--- config.mk ---
export PLATFORM = sky130hd
export DESIGN_NAME = bus_decoder
export DESIGN_NICKNAME = d
export VERILOG_FILES = /design/src/source/soc_pkg.sv /design/src/source/bus_decoder.sv
export VERILOG_INCLUDE_DIRS = /design/src /design/src/source
export SDC_FILE = /design/constraint.sdc
export NUM_CORES = 1
export LEC_CHECK = 0
export BUFFER_PORTS_ARGS = -buffer_cell sky130_fd_sc_hd__buf_2
export CAP_MARGIN = 20
export CORE_AREA = 3 3 151 153
export DETAILED_ROUTE_END_ITERATION = 7
export DIE_AREA = 0 0 154 156
export GPL_ROUTABILITY_DRIVEN = 0
export PLACE_DENSITY_LB_ADDON = 0.1
export SLEW_MARGIN = 10
export SYNTH_ARGS = -nofsm -noshare
export SYNTH_HDL_FRONTEND = slang
export SYNTH_SLANG_ARGS = --single-unit
export TNS_END_PERCENT = 100
--- constraint.sdc ---
create_clock -name vclk -period 3.2
set_clock_uncertainty 0.15 [all_clocks]
set_input_delay 0.48 -clock vclk [all_inputs]
set_output_delay 0.48 -clock vclk [all_outputs]
set_load 0.05 [all_outputs]
--- src/source/soc_consts.svh ---
// ~~~~~~~~~~~~~~~~~~~~~~~~~~~~~~~~~~~~~~~~~~~~~~~~
// bus widths, SRAM size, GPIO pin count and the
// address map of the tiny SoC
// ~~~~~~~~~~~~~~~~~~~~~~~~~~~~~~~~~~~~~~~~~~~~~~~~
`ifndef SOC_CONSTS_SVH
`define SOC_CONSTS_SVH

`define SOC_ADDR_W 24
`define SOC_DATA_W 32
`define SOC_SEL_W 4

// 256 words
`define SRAM_IDX_W 8

// region field of the byte address
`define REGION_MSB 23
`define REGION_LSB 20
`define REGION_SRAM 4'h0
`define REGION_GPIO 4'h1

`define GPIO_W 8
// word offsets inside the GPIO region
`define GPIO_OFS_OUT 0
`define GPIO_OFS_DIR 1
`define GPIO_OFS_IN 2

`endif

--- src/source/soc_pkg.sv ---
// ~~~~~~~~~~~~~~~~~~~~~~~~~~~~~~~~~~~~~~~~~~~~~~~~
// bus types, Wishbone request/response structs
// and the region enum
// ~~~~~~~~~~~~~~~~~~~~~~~~~~~~~~~~~~~~~~~~~~~~~~~~
`include "soc_consts.svh"

package soc_pkg;

  typedef logic [`SOC_ADDR_W-1:0] bus_addr_t;
  typedef logic [`SOC_DATA_W-1:0] bus_data_t;
  typedef logic [`SOC_SEL_W-1:0] bus_sel_t;
  typedef logic [`GPIO_W-1:0] gpio_t;

  // master to slave
  typedef struct packed {
    logic cyc;
    logic stb;
    logic we;
    bus_addr_t adr;
    bus_data_t dat;
    bus_sel_t sel;
  } wb_req_t;

  // slave to master
  typedef struct packed {
    logic ack;
    logic err;
    bus_data_t dat;
  } wb_rsp_t;

  typedef enum logic [1:0] {
    REG_SRAM,
    REG_GPIO,
    REG_NONE
  } region_e;

endpackage

--- src/source/bus_decoder.sv ---
// ~~~~~~~~~~~~~~~~~~~~~~~~~~~~~~~~~~~~~~~~~~~~~~~~
// address decoder: region select, strobe routing
// and response multiplexing
// ~~~~~~~~~~~~~~~~~~~~~~~~~~~~~~~~~~~~~~~~~~~~~~~~
`timescale 1ns/10ps
`include "soc_consts.svh"

module bus_decoder (
  input  logic               i_pad_clk,
  input  logic               i_arst_n,
  input  soc_pkg::wb_req_t   i_bus,
  output soc_pkg::wb_rsp_t   o_bus,
  output soc_pkg::wb_req_t   o_sram_req,
  output soc_pkg::wb_req_t   o_gpio_req,
  output soc_pkg::wb_req_t   o_err_req,
  input  soc_pkg::wb_rsp_t   i_sram_rsp,
  input  soc_pkg::wb_rsp_t   i_gpio_rsp,
  input  soc_pkg::wb_rsp_t   i_err_rsp
);

  soc_pkg::region_e region;
  logic [`REGION_MSB-`REGION_LSB:0] region_field;

  assign region_field = i_bus.adr[`REGION_MSB:`REGION_LSB];

  always_comb begin
    case (region_field)
      `REGION_SRAM: region = soc_pkg::REG_SRAM;
      `REGION_GPIO: region = soc_pkg::REG_GPIO;
      default:      region = soc_pkg::REG_NONE;
    endcase
  end

  // every slave sees the full request, only the selected one keeps stb
  always_comb begin
    o_sram_req     = i_bus;
    o_gpio_req     = i_bus;
    o_err_req      = i_bus;
    o_sram_req.stb = i_bus.stb && (region == soc_pkg::REG_SRAM);
    o_gpio_req.stb = i_bus.stb && (region == soc_pkg::REG_GPIO);
    o_err_req.stb  = i_bus.stb && (region == soc_pkg::REG_NONE);
  end

  // adr is held until the response, so the same region picks it
  always_comb begin
    case (region)
      soc_pkg::REG_SRAM: o_bus = i_sram_rsp;
      soc_pkg::REG_GPIO: o_bus = i_gpio_rsp;
      default:           o_bus = i_err_rsp;
    endcase
  end

  logic sram_busy;
  logic gpio_busy;
  logic err_busy;

  assign sram_busy = i_sram_rsp.ack || i_sram_rsp.err;
  assign gpio_busy = i_gpio_rsp.ack || i_gpio_rsp.err;
  assign err_busy  = i_err_rsp.ack || i_err_rsp.err;

  // only one slave may answer at a time
  a_one_responder: assert property (
    @(posedge i_pad_clk) disable iff (!i_arst_n)
    $onehot0({sram_busy, gpio_busy, err_busy})
  );

endmodule

==> key figures <==
Detailed routing
  • Met2 WL: 2870 um
  • Vias: between 1000 and 1500
  • DRT antenna net count: 0
  • Drt first-iter violations: 17
  • Vias per inst: 2.59
  • Final WL: between 5000 and 6000 um
  • DR pass1 iterations: 2
  • Routed wl met3: roughly 770 um
  • Wire per inst: 11.1 um
  • Top Metal Used: met4
  • # DRC: 0
  • M1 WL: between 1500 and 2000 um

Die
  • Top Ports: 390
  • # rows: 54
  • Core area: 0.0217 mm^2
  • Die Y: 156 um
  • Die ar.: 0.0240 mm^2
  • Die Width: 154 um
  • Starting density of the core: 10.5%

Clock network
  • Hold buffer count at CTS: 0
  • Post-CTS sizing: 0
  • Post-CTS Setup Inserts: 0

Setup path
  • Stages on worst setup path: 5
  • Worst setup endpoint: o_bus[10]
  • WS Path Type: in -> out
  • Slowest cell on the critical path: mux2_2
  • Worst path arrival time: about 1900 ps
  • Setup crit start kind: input pin
  • CP top delay family: buffers and inverters
  • Critical path fanouts, max: 23
  • CP startpoint: i_bus[56]
  • Crit. End Element: primary output
  • Worst-path cell chain: buf_2 -> buf_12 -> mux2_2 -> mux2_2 -> buf_2
  • WP data required: 2570 ps
  • Crit-path max cell delay: between 300 and 400 ps
  • Worst Path Buf+Inv: 3

Placed design
  • Pre-CTS setup slack: 602 ps
  • Port bufs: 156
  • Hpwl dp: 4720 um
  • Placed Area: ~0.002 mm^2
  • Placed Cells: a little over 500

Finish
  • Sequential Area: 0 um^2
  • Share of layout cells above drive strength 1: a little over nine tenths
  • Fin area: 0.00198 mm^2
  • Clkbuf count: 0
  • Leading cell types in the layout, fill and taps excluded: buf_2 (156), mux2_2 (66), mux2_4 (2), buf_12 (2)
  • Antenna cell count: 0
  • Area of the multi-input gates: 811 um^2
  • Total Nets Final: 399
  • P&R area growth vs syn: -13.3%
  • Post-Layout Cell Count: just over 500
  • Most common cell after layout, fill and taps aside: buf_2
  • Core Util, Final: 9.14%
  • Seq cells: 0
  • Filler cells: around 2500

Synth
  • Mapped Area: 0.00229 mm^2
  • Synth area leader: buf_4
  • Syn Inst Count: about 270
  • Top-area cell type share of the netlist area: between 60% and 70%
  • Avg Synthesized Cell Area: 8.63 um^2
  • Sequential fraction of the synthesis area: 0%
  • Synth area leaders: buf_4 (61%), mux2_2 (33%), buf_6 (3.4%), mux2_4 (1.3%), nor3_4 (0.71%)
  • Synth unique cells: 8
  • Syn Nets: about 430
  • Warnings, synthesis: 0

STA
  • RSZ-0062 raised after global routing: no
  • Fin crit period: 2550 ps
  • Final period util: between 70% and 80%
  • Worst hold slack: between 800 and 900 ps
  • Final setup margin: ~650 ps
  • Pins Over Slew Limit: 0
  • Worst slew pin tran: 403 ps
  • Total Neg Setup Slack: 0 ps
  • Final hold vios: 0
  • Relative slew slack: 73.1%
  • Setup violators final: 0
  • Fmax: 392 MHz

Min path
  • Hold Crit Class: in -> out

GRT
  • Initial antenna violation count: 0
  • GRT overflow: 0
  • Vias in the first global route: 1397
  • Total GRT Usage: about 4.0%
  • Largest net degree at the start of global routing: 38
  • First-pass GRT wire length: 7790 um

Pwr
  • Worst VDD drop: about 0.000059 V
  • P_leak: 0.919 nW
  • Pwr dens: roughly 180 mW/mm^2
  • Tot Pwr: 0.353 mW

Job
  • Max_cap viols: 0

Run status
  • Status: complete, no violations
cell type report:
| type | instances | share of cell area [%] |
|---|---|---|
| Timing Repair Buffer | 158 | 41.4 |
| Multi-Input combinational cell | 72 | 40.9 |
| Tap cell | 280 | 17.7 |
cell families after synthesis:
family        count (synthesis)  share of synthesized area (%)
buf+inv                     193                           64.5
mux                          68                           33.8
simple gates                  4                           1.64
where the power goes:
group          total (mW)  internal (mW)  switching (mW)
logic               0.353          0.137           0.216
registers               0              0               0
clock network           0              0               0
how the worst min path moves through the flow:
stage | end | cells past startpoint | startpoint | slack, ps
2_1_floorplan | o_err_req[0] | 1 | i_bus[0] | 980
3_3_place_gp | o_gpio_req[24] | 0 | i_bus[24] | 810
4_1_cts | o_gpio_req[24] | 0 | i_bus[24] | 810
5_1_grt | o_gpio_req[31] | 0 | i_bus[31] | 810
3_5_place_dp | o_gpio_req[24] | 0 | i_bus[24] | 810
6_report | o_gpio_req[1] | 0 | i_bus[1] | 810
synth_stat cells (all sizes together):
library cell,instances
nor3,1
buf,193
and3b,1
mux2,68
and3,1
nor2b,1
routing by layer:
metal	vias up	GRT usage, %
met5	-	0
met1	535	3.73
met4	0	2.40
met2	132	7.70
met3	49	1.11
li1	605	-
Note: power is estimated with default switching activity, not from simulation.
