===== config.mk =====
export PLATFORM = sky130hd
export DESIGN_NAME = gpio_slave
export DESIGN_NICKNAME = d
export VERILOG_FILES = /design/src/source/soc_pkg.sv /design/src/source/gpio_slave.sv
export VERILOG_INCLUDE_DIRS = /design/src /design/src/source
export SDC_FILE = /design/constraint.sdc
export NUM_CORES = 1
export LEC_CHECK = 0
export CAP_MARGIN = 20
export CORE_MARGIN = 5
export CORE_UTILIZATION = 43
export CTS_CLUSTER_SIZE = 24
export DETAILED_ROUTE_END_ITERATION = 7
export DONT_BUFFER_PORTS = 1
export PLACE_DENSITY = 0.67
export SYNTH_ARGS = -nofsm -noshare
export SYNTH_HDL_FRONTEND = slang
export SYNTH_SLANG_ARGS = --single-unit

===== constraint.sdc =====
create_clock -name i_pad_clk -period 2.1 [get_ports i_pad_clk]
set_input_delay 0.63 -clock i_pad_clk [delete_from_list [all_inputs] [get_ports i_pad_clk]]
set_output_delay 0.63 -clock i_pad_clk [all_outputs]
set_load 0.005 [all_outputs]

===== src/source/soc_consts.svh =====
// ~~~~~~~~~~~~~~~~~~~~~~~~~~~~~~~~~~~~~~~~~~~~~~~~
// bus widths, SRAM size, GPIO pin count and the
// address map of the tiny SoC
// ~~~~~~~~~~~~~~~~~~~~~~~~~~~~~~~~~~~~~~~~~~~~~~~~
`ifndef SOC_CONSTS_SVH
`define SOC_CONSTS_SVH

`define SOC_ADDR_W 24
`define SOC_DATA_W 32
`define SOC_SEL_W 4

// 256 words
`define SRAM_IDX_W 8

// region field of the byte address
`define REGION_MSB 23
`define REGION_LSB 20
`define REGION_SRAM 4'h0
`define REGION_GPIO 4'h1

`define GPIO_W 8
// word offsets inside the GPIO region
`define GPIO_OFS_OUT 0
`define GPIO_OFS_DIR 1
`define GPIO_OFS_IN 2

`endif


===== src/source/soc_pkg.sv =====
// ~~~~~~~~~~~~~~~~~~~~~~~~~~~~~~~~~~~~~~~~~~~~~~~~
// bus types, Wishbone request/response structs
// and the region enum
// ~~~~~~~~~~~~~~~~~~~~~~~~~~~~~~~~~~~~~~~~~~~~~~~~
`include "soc_consts.svh"

package soc_pkg;

  typedef logic [`SOC_ADDR_W-1:0] bus_addr_t;
  typedef logic [`SOC_DATA_W-1:0] bus_data_t;
  typedef logic [`SOC_SEL_W-1:0] bus_sel_t;
  typedef logic [`GPIO_W-1:0] gpio_t;

  // master to slave
  typedef struct packed {
    logic cyc;
    logic stb;
    logic we;
    bus_addr_t adr;
    bus_data_t dat;
    bus_sel_t sel;
  } wb_req_t;

  // slave to master
  typedef struct packed {
    logic ack;
    logic err;
    bus_data_t dat;
  } wb_rsp_t;

  typedef enum logic [1:0] {
    REG_SRAM,
    REG_GPIO,
    REG_NONE
  } region_e;

endpackage


===== src/source/gpio_slave.sv =====
// ~~~~~~~~~~~~~~~~~~~~~~~~~~~~~~~~~~~~~~~~~~~~~~~~
// GPIO slave: out and dir registers, two-flop
// input synchronizer
// ~~~~~~~~~~~~~~~~~~~~~~~~~~~~~~~~~~~~~~~~~~~~~~~~
`timescale 1ns/10ps
`include "soc_consts.svh"

module gpio_slave (
  input  logic               i_pad_clk,
  input  logic               i_arst_n,
  input  soc_pkg::wb_req_t   i_req,
  output soc_pkg::wb_rsp_t   o_rsp,
  input  soc_pkg::gpio_t     i_gpio_in,
  output soc_pkg::gpio_t     o_gpio_out,
  output soc_pkg::gpio_t     o_gpio_oe
);

  // word offset inside the region
  localparam int unsigned OFS_W = `REGION_LSB - 2;
  typedef logic [OFS_W-1:0] ofs_t;

  soc_pkg::gpio_t out_q;
  soc_pkg::gpio_t dir_q;
  soc_pkg::gpio_t sync1_q;
  soc_pkg::gpio_t sync2_q;
  soc_pkg::bus_data_t rdata_q;
  ofs_t ofs;
  logic ack_q;
  logic access;
  logic wr_lane0;

  assign ofs      = i_req.adr[`REGION_LSB-1:2];
  assign access   = i_req.cyc && i_req.stb && !ack_q;
  assign wr_lane0 = access && i_req.we && i_req.sel[0];

  always_ff @(posedge i_pad_clk or negedge i_arst_n) begin
    if (!i_arst_n) begin
      ack_q   <= 1'b0;
      out_q   <= '0;
      dir_q   <= '0;
      sync1_q <= '0;
      sync2_q <= '0;
    end else begin
      ack_q   <= access;
      sync1_q <= i_gpio_in;
      sync2_q <= sync1_q;
      if (wr_lane0 && ofs == ofs_t'(`GPIO_OFS_OUT)) begin
        out_q <= i_req.dat[`GPIO_W-1:0];
      end
      if (wr_lane0 && ofs == ofs_t'(`GPIO_OFS_DIR)) begin
        dir_q <= i_req.dat[`GPIO_W-1:0];
      end
    end
  end

  // readback, zero-extended; unknown offsets read zero
  always_ff @(posedge i_pad_clk) begin
    if (access) begin
      rdata_q <= '0;
      if (!i_req.we) begin
        case (ofs)
          ofs_t'(`GPIO_OFS_OUT): rdata_q <= soc_pkg::bus_data_t'(out_q);
          ofs_t'(`GPIO_OFS_DIR): rdata_q <= soc_pkg::bus_data_t'(dir_q);
          ofs_t'(`GPIO_OFS_IN):  rdata_q <= soc_pkg::bus_data_t'(sync2_q);
          default:               rdata_q <= '0;
        endcase
      end
    end
  end

  assign o_rsp.ack  = ack_q;
  assign o_rsp.err  = 1'b0;
  assign o_rsp.dat  = rdata_q;
  assign o_gpio_out = out_q;
  assign o_gpio_oe  = dir_q;

endmodule


==> results.json <==
{
  "path_max_fanout": 8,
  "globalplace.congestion": 0.684,
  "worstSetupStartpointType": "input port",
  "yosysMostFrequentCell": "dfrtp_1",
  "grt_use_total_pct": 12.5,
  "p_comb_share_pct": 2.6,
  "syn_area_sq_um": 1780,
  "p_leak_nw": 0.874,
  "htreeDepth": 2,
  "skew_ns": 0.00509,
  "drt_iter0_drc": 46,
  "drive_gt1_share_pct": 21.1,
  "yosysTopAreaCellShare_pct": 46.3,
  "dpl.cell_count": 183,
  "overflow": 0,
  "intPower_w": 0.00108,
  "cts_made_buffers": 5,
  "cts_setup_buffers": 0,
  "hold_class": "input port to async pin",
  "rsz0062_at_grt": "no",
  "outcome": "complete, no violations",
  "endpoint_kind": "register",
  "design_area_sq_um": 1850,
  "diodes": 0,
  "fin_setup_tns_ns": 0,
  "synth_area_leaders": "dfrtp_1, edfxtp_1, buf_4, mux2_4, mux2_2",
  "ir_worst_vdd_uv": 448,
  "die_area_sq_um": 5530,
  "arrival_ns": 1.93,
  "setup_viol": 0,
  "io_pins": 123,
  "dr.pass1.iters": 4,
  "cts_sinks": 41,
  "pwr-share-seq_pct": 60.8,
  "ys_ff_latch": 41,
  "syn2layout_area_growth_pct": 3.65,
  "grt_max_degree": 34,
  "synth_edf_count": 8,
  "floorplan.initialDensity_pct": 44.5,
  "die_w_um": 74.4,
  "drv_cap": 0,
  "r2r_slack_ns": 0.50,
  "die_h_um": 74.4,
  "synthTopCellsByCount": "dfrtp_1, buf_4, nor2_1, a21oi_1",
  "ant_nets": 0,
  "final_max_slew_viol_count": 0,
  "dr_total_vias": 930,
  "slew_headroom_pct": 65.9,
  "drc": 0,
  "cts_buffer_depth": 2,
  "routed_wl_mm": 3.32,
  "clk_latency_ns": 0.29,
  "ys.flop_type": "dfrtp_1",
  "clkPwrFrac_pct": 36.6,
  "p_per_area_nw_per_um2": 745,
  "p_switching_w": 0.000298,
  "place_area_sq_um": 1750,
  "wire_per_inst_um": 17.3,
  "yosys_warnings": 0,
  "grt_pass1_vias": 1035,
  "core_sq_um": 4000,
  "min_period_ns": 1.76,
  "cts.clk_slew.worst_paths_ns": 0.08,
  "synth_cell_types": 24,
  "synth_cells": 135,
  "synthArstFlopShare_pct": 80.5,
  "final-hold-violation-count": 0,
  "crit_type": "input port to register",
  "nNetsFinal": 214,
  "std_cell_rows": 23,
  "p_sw_share_pct": 21.7,
  "worst_slew_pin_slew_ns": 0.510,
  "cts_root_buf": "clkbuf_8",
  "port_buffers": 0,
  "synth-seq-area-share_pct": 59.8,
  "grt_pass1_wl_mm": 5.02,
  "layoutNonFillerInstCount": 192,
  "period_share_pct": 83.7,
  "antenna_found_initial": 0,
  "fmax_mhz": 569,
  "cts_tree": "yes",
  "viasPerCell": 4.84,
  "r2r-end": "o_gpio_oe[2]",
  "synth_top_area_cell": "dfrtp_1",
  "crit_required_ns": 2.27,
  "r2r_start": "ack_q",
  "rr_worst_depth": 4,
  "dp_hpwl_mm": 2.63,
  "syn_avg_cell_area_sq_um": 13.2
}
## metal layers
layer	track usage [%]	up-vias	wire [um]
met2	22.7	59	1830
met5	0	-	0
met4	4.15	0	7
met1	12.0	450	1080
li1	-	419	-
met3	6.49	2	399
## layout make-up
class                   instances  area [sq um]
clock buffers                   5          68.8
fillers                       376          2150
multi-input cells              87           583
clock inverters                 3          22.5
repair buffers                  5          40.0
flip-flops and latches         41          1070
inverters                       1          3.75
well taps                      50          62.6
## registers in the layout (all words and copies together), names as in the netlist
signal      count
rdata_q         8
sync1_q         8
o_gpio_out      8
ack_q           1
sync2_q         8
o_gpio_oe       8
## worst max path at each step
| stage | endpoint | start | depth (start not counted) | slack (ns) |
|---|---|---|---|---|
| floorplan | o_gpio_oe[0] | i_req[48] | 5 | 0.15 |
| global placement | o_gpio_oe[1] | i_req[48] | 5 | 0.06 |
| global route | o_gpio_oe[4] | i_req[48] | 5 | 0.27 |
| detailed placement | o_gpio_oe[7] | i_req[48] | 5 | 0.04 |
| finish | o_gpio_oe[2] | i_req[48] | 5 | 0.34 |
| CTS | o_gpio_oe[4] | i_req[48] | 5 | 0.35 |
## power groups by stage
stage                logic, W  clock network (W)  registers [W]
floorplan           0.0000679                  0       0.000850
global placement    0.0000294                  0       0.000853
detailed placement  0.0000300                  0       0.000853
CTS                 0.0000300           0.000526       0.000837
global route        0.0000426           0.000562       0.000839
finish              0.0000360           0.000503       0.000836
## kinds of logic after synthesis
logic type	after synthesis	share of synthesized area [%]
compound gates	9	2.53
buf+inv	31	12.5
flops	41	59.8
mux	24	16.3
other cells	1	0.210
simple gates	29	8.64
## worst max-delay path, cell delays in order
cell       delay [ns]
nor4_2           0.29
nand4bb_1        0.17
or3_1            0.33
buf_4            0.20
mux2_4           0.31
## through the flow
stage | worst slack (ns) | hold WS, ns | util, % | power, W
6_report | 0.342 | 0.0282 | 46.2 | 0.00138
5_1_grt | 0.266 | 0.00470 | 46.2 | 0.00144
4_1_cts | 0.348 | 0.00900 | 45.9 | 0.00139
3_5_place_dp | 0.0434 | 0.335 | 43.6 | 0.000883
3_3_place_gp | 0.0566 | 0.335 | 43.6 | 0.000882
2_1_floorplan | 0.151 | 0.331 | - | 0.000918
## timing repair
| action | 4_1_cts | 5_1_grt |
|---|---|---|
| hold buffers | 0 | 1 |
| endpoints found under the hold margin | 0 | 10 |
| gates resized for setup | 0 | 0 |
## layout by cell type (no fill, tap or decap), types with 4 or more instances in the layout
cell type  instances
nor2_1            17
mux2_2             8
dfrtp_1           33
mux2_4             8
conb_1            25
edfxtp_1           8
a21oi_1            9
buf_4              4
mux2i_1            8
clkbuf_8           5
No activity file was read; power rests on OpenSTA's default activity.
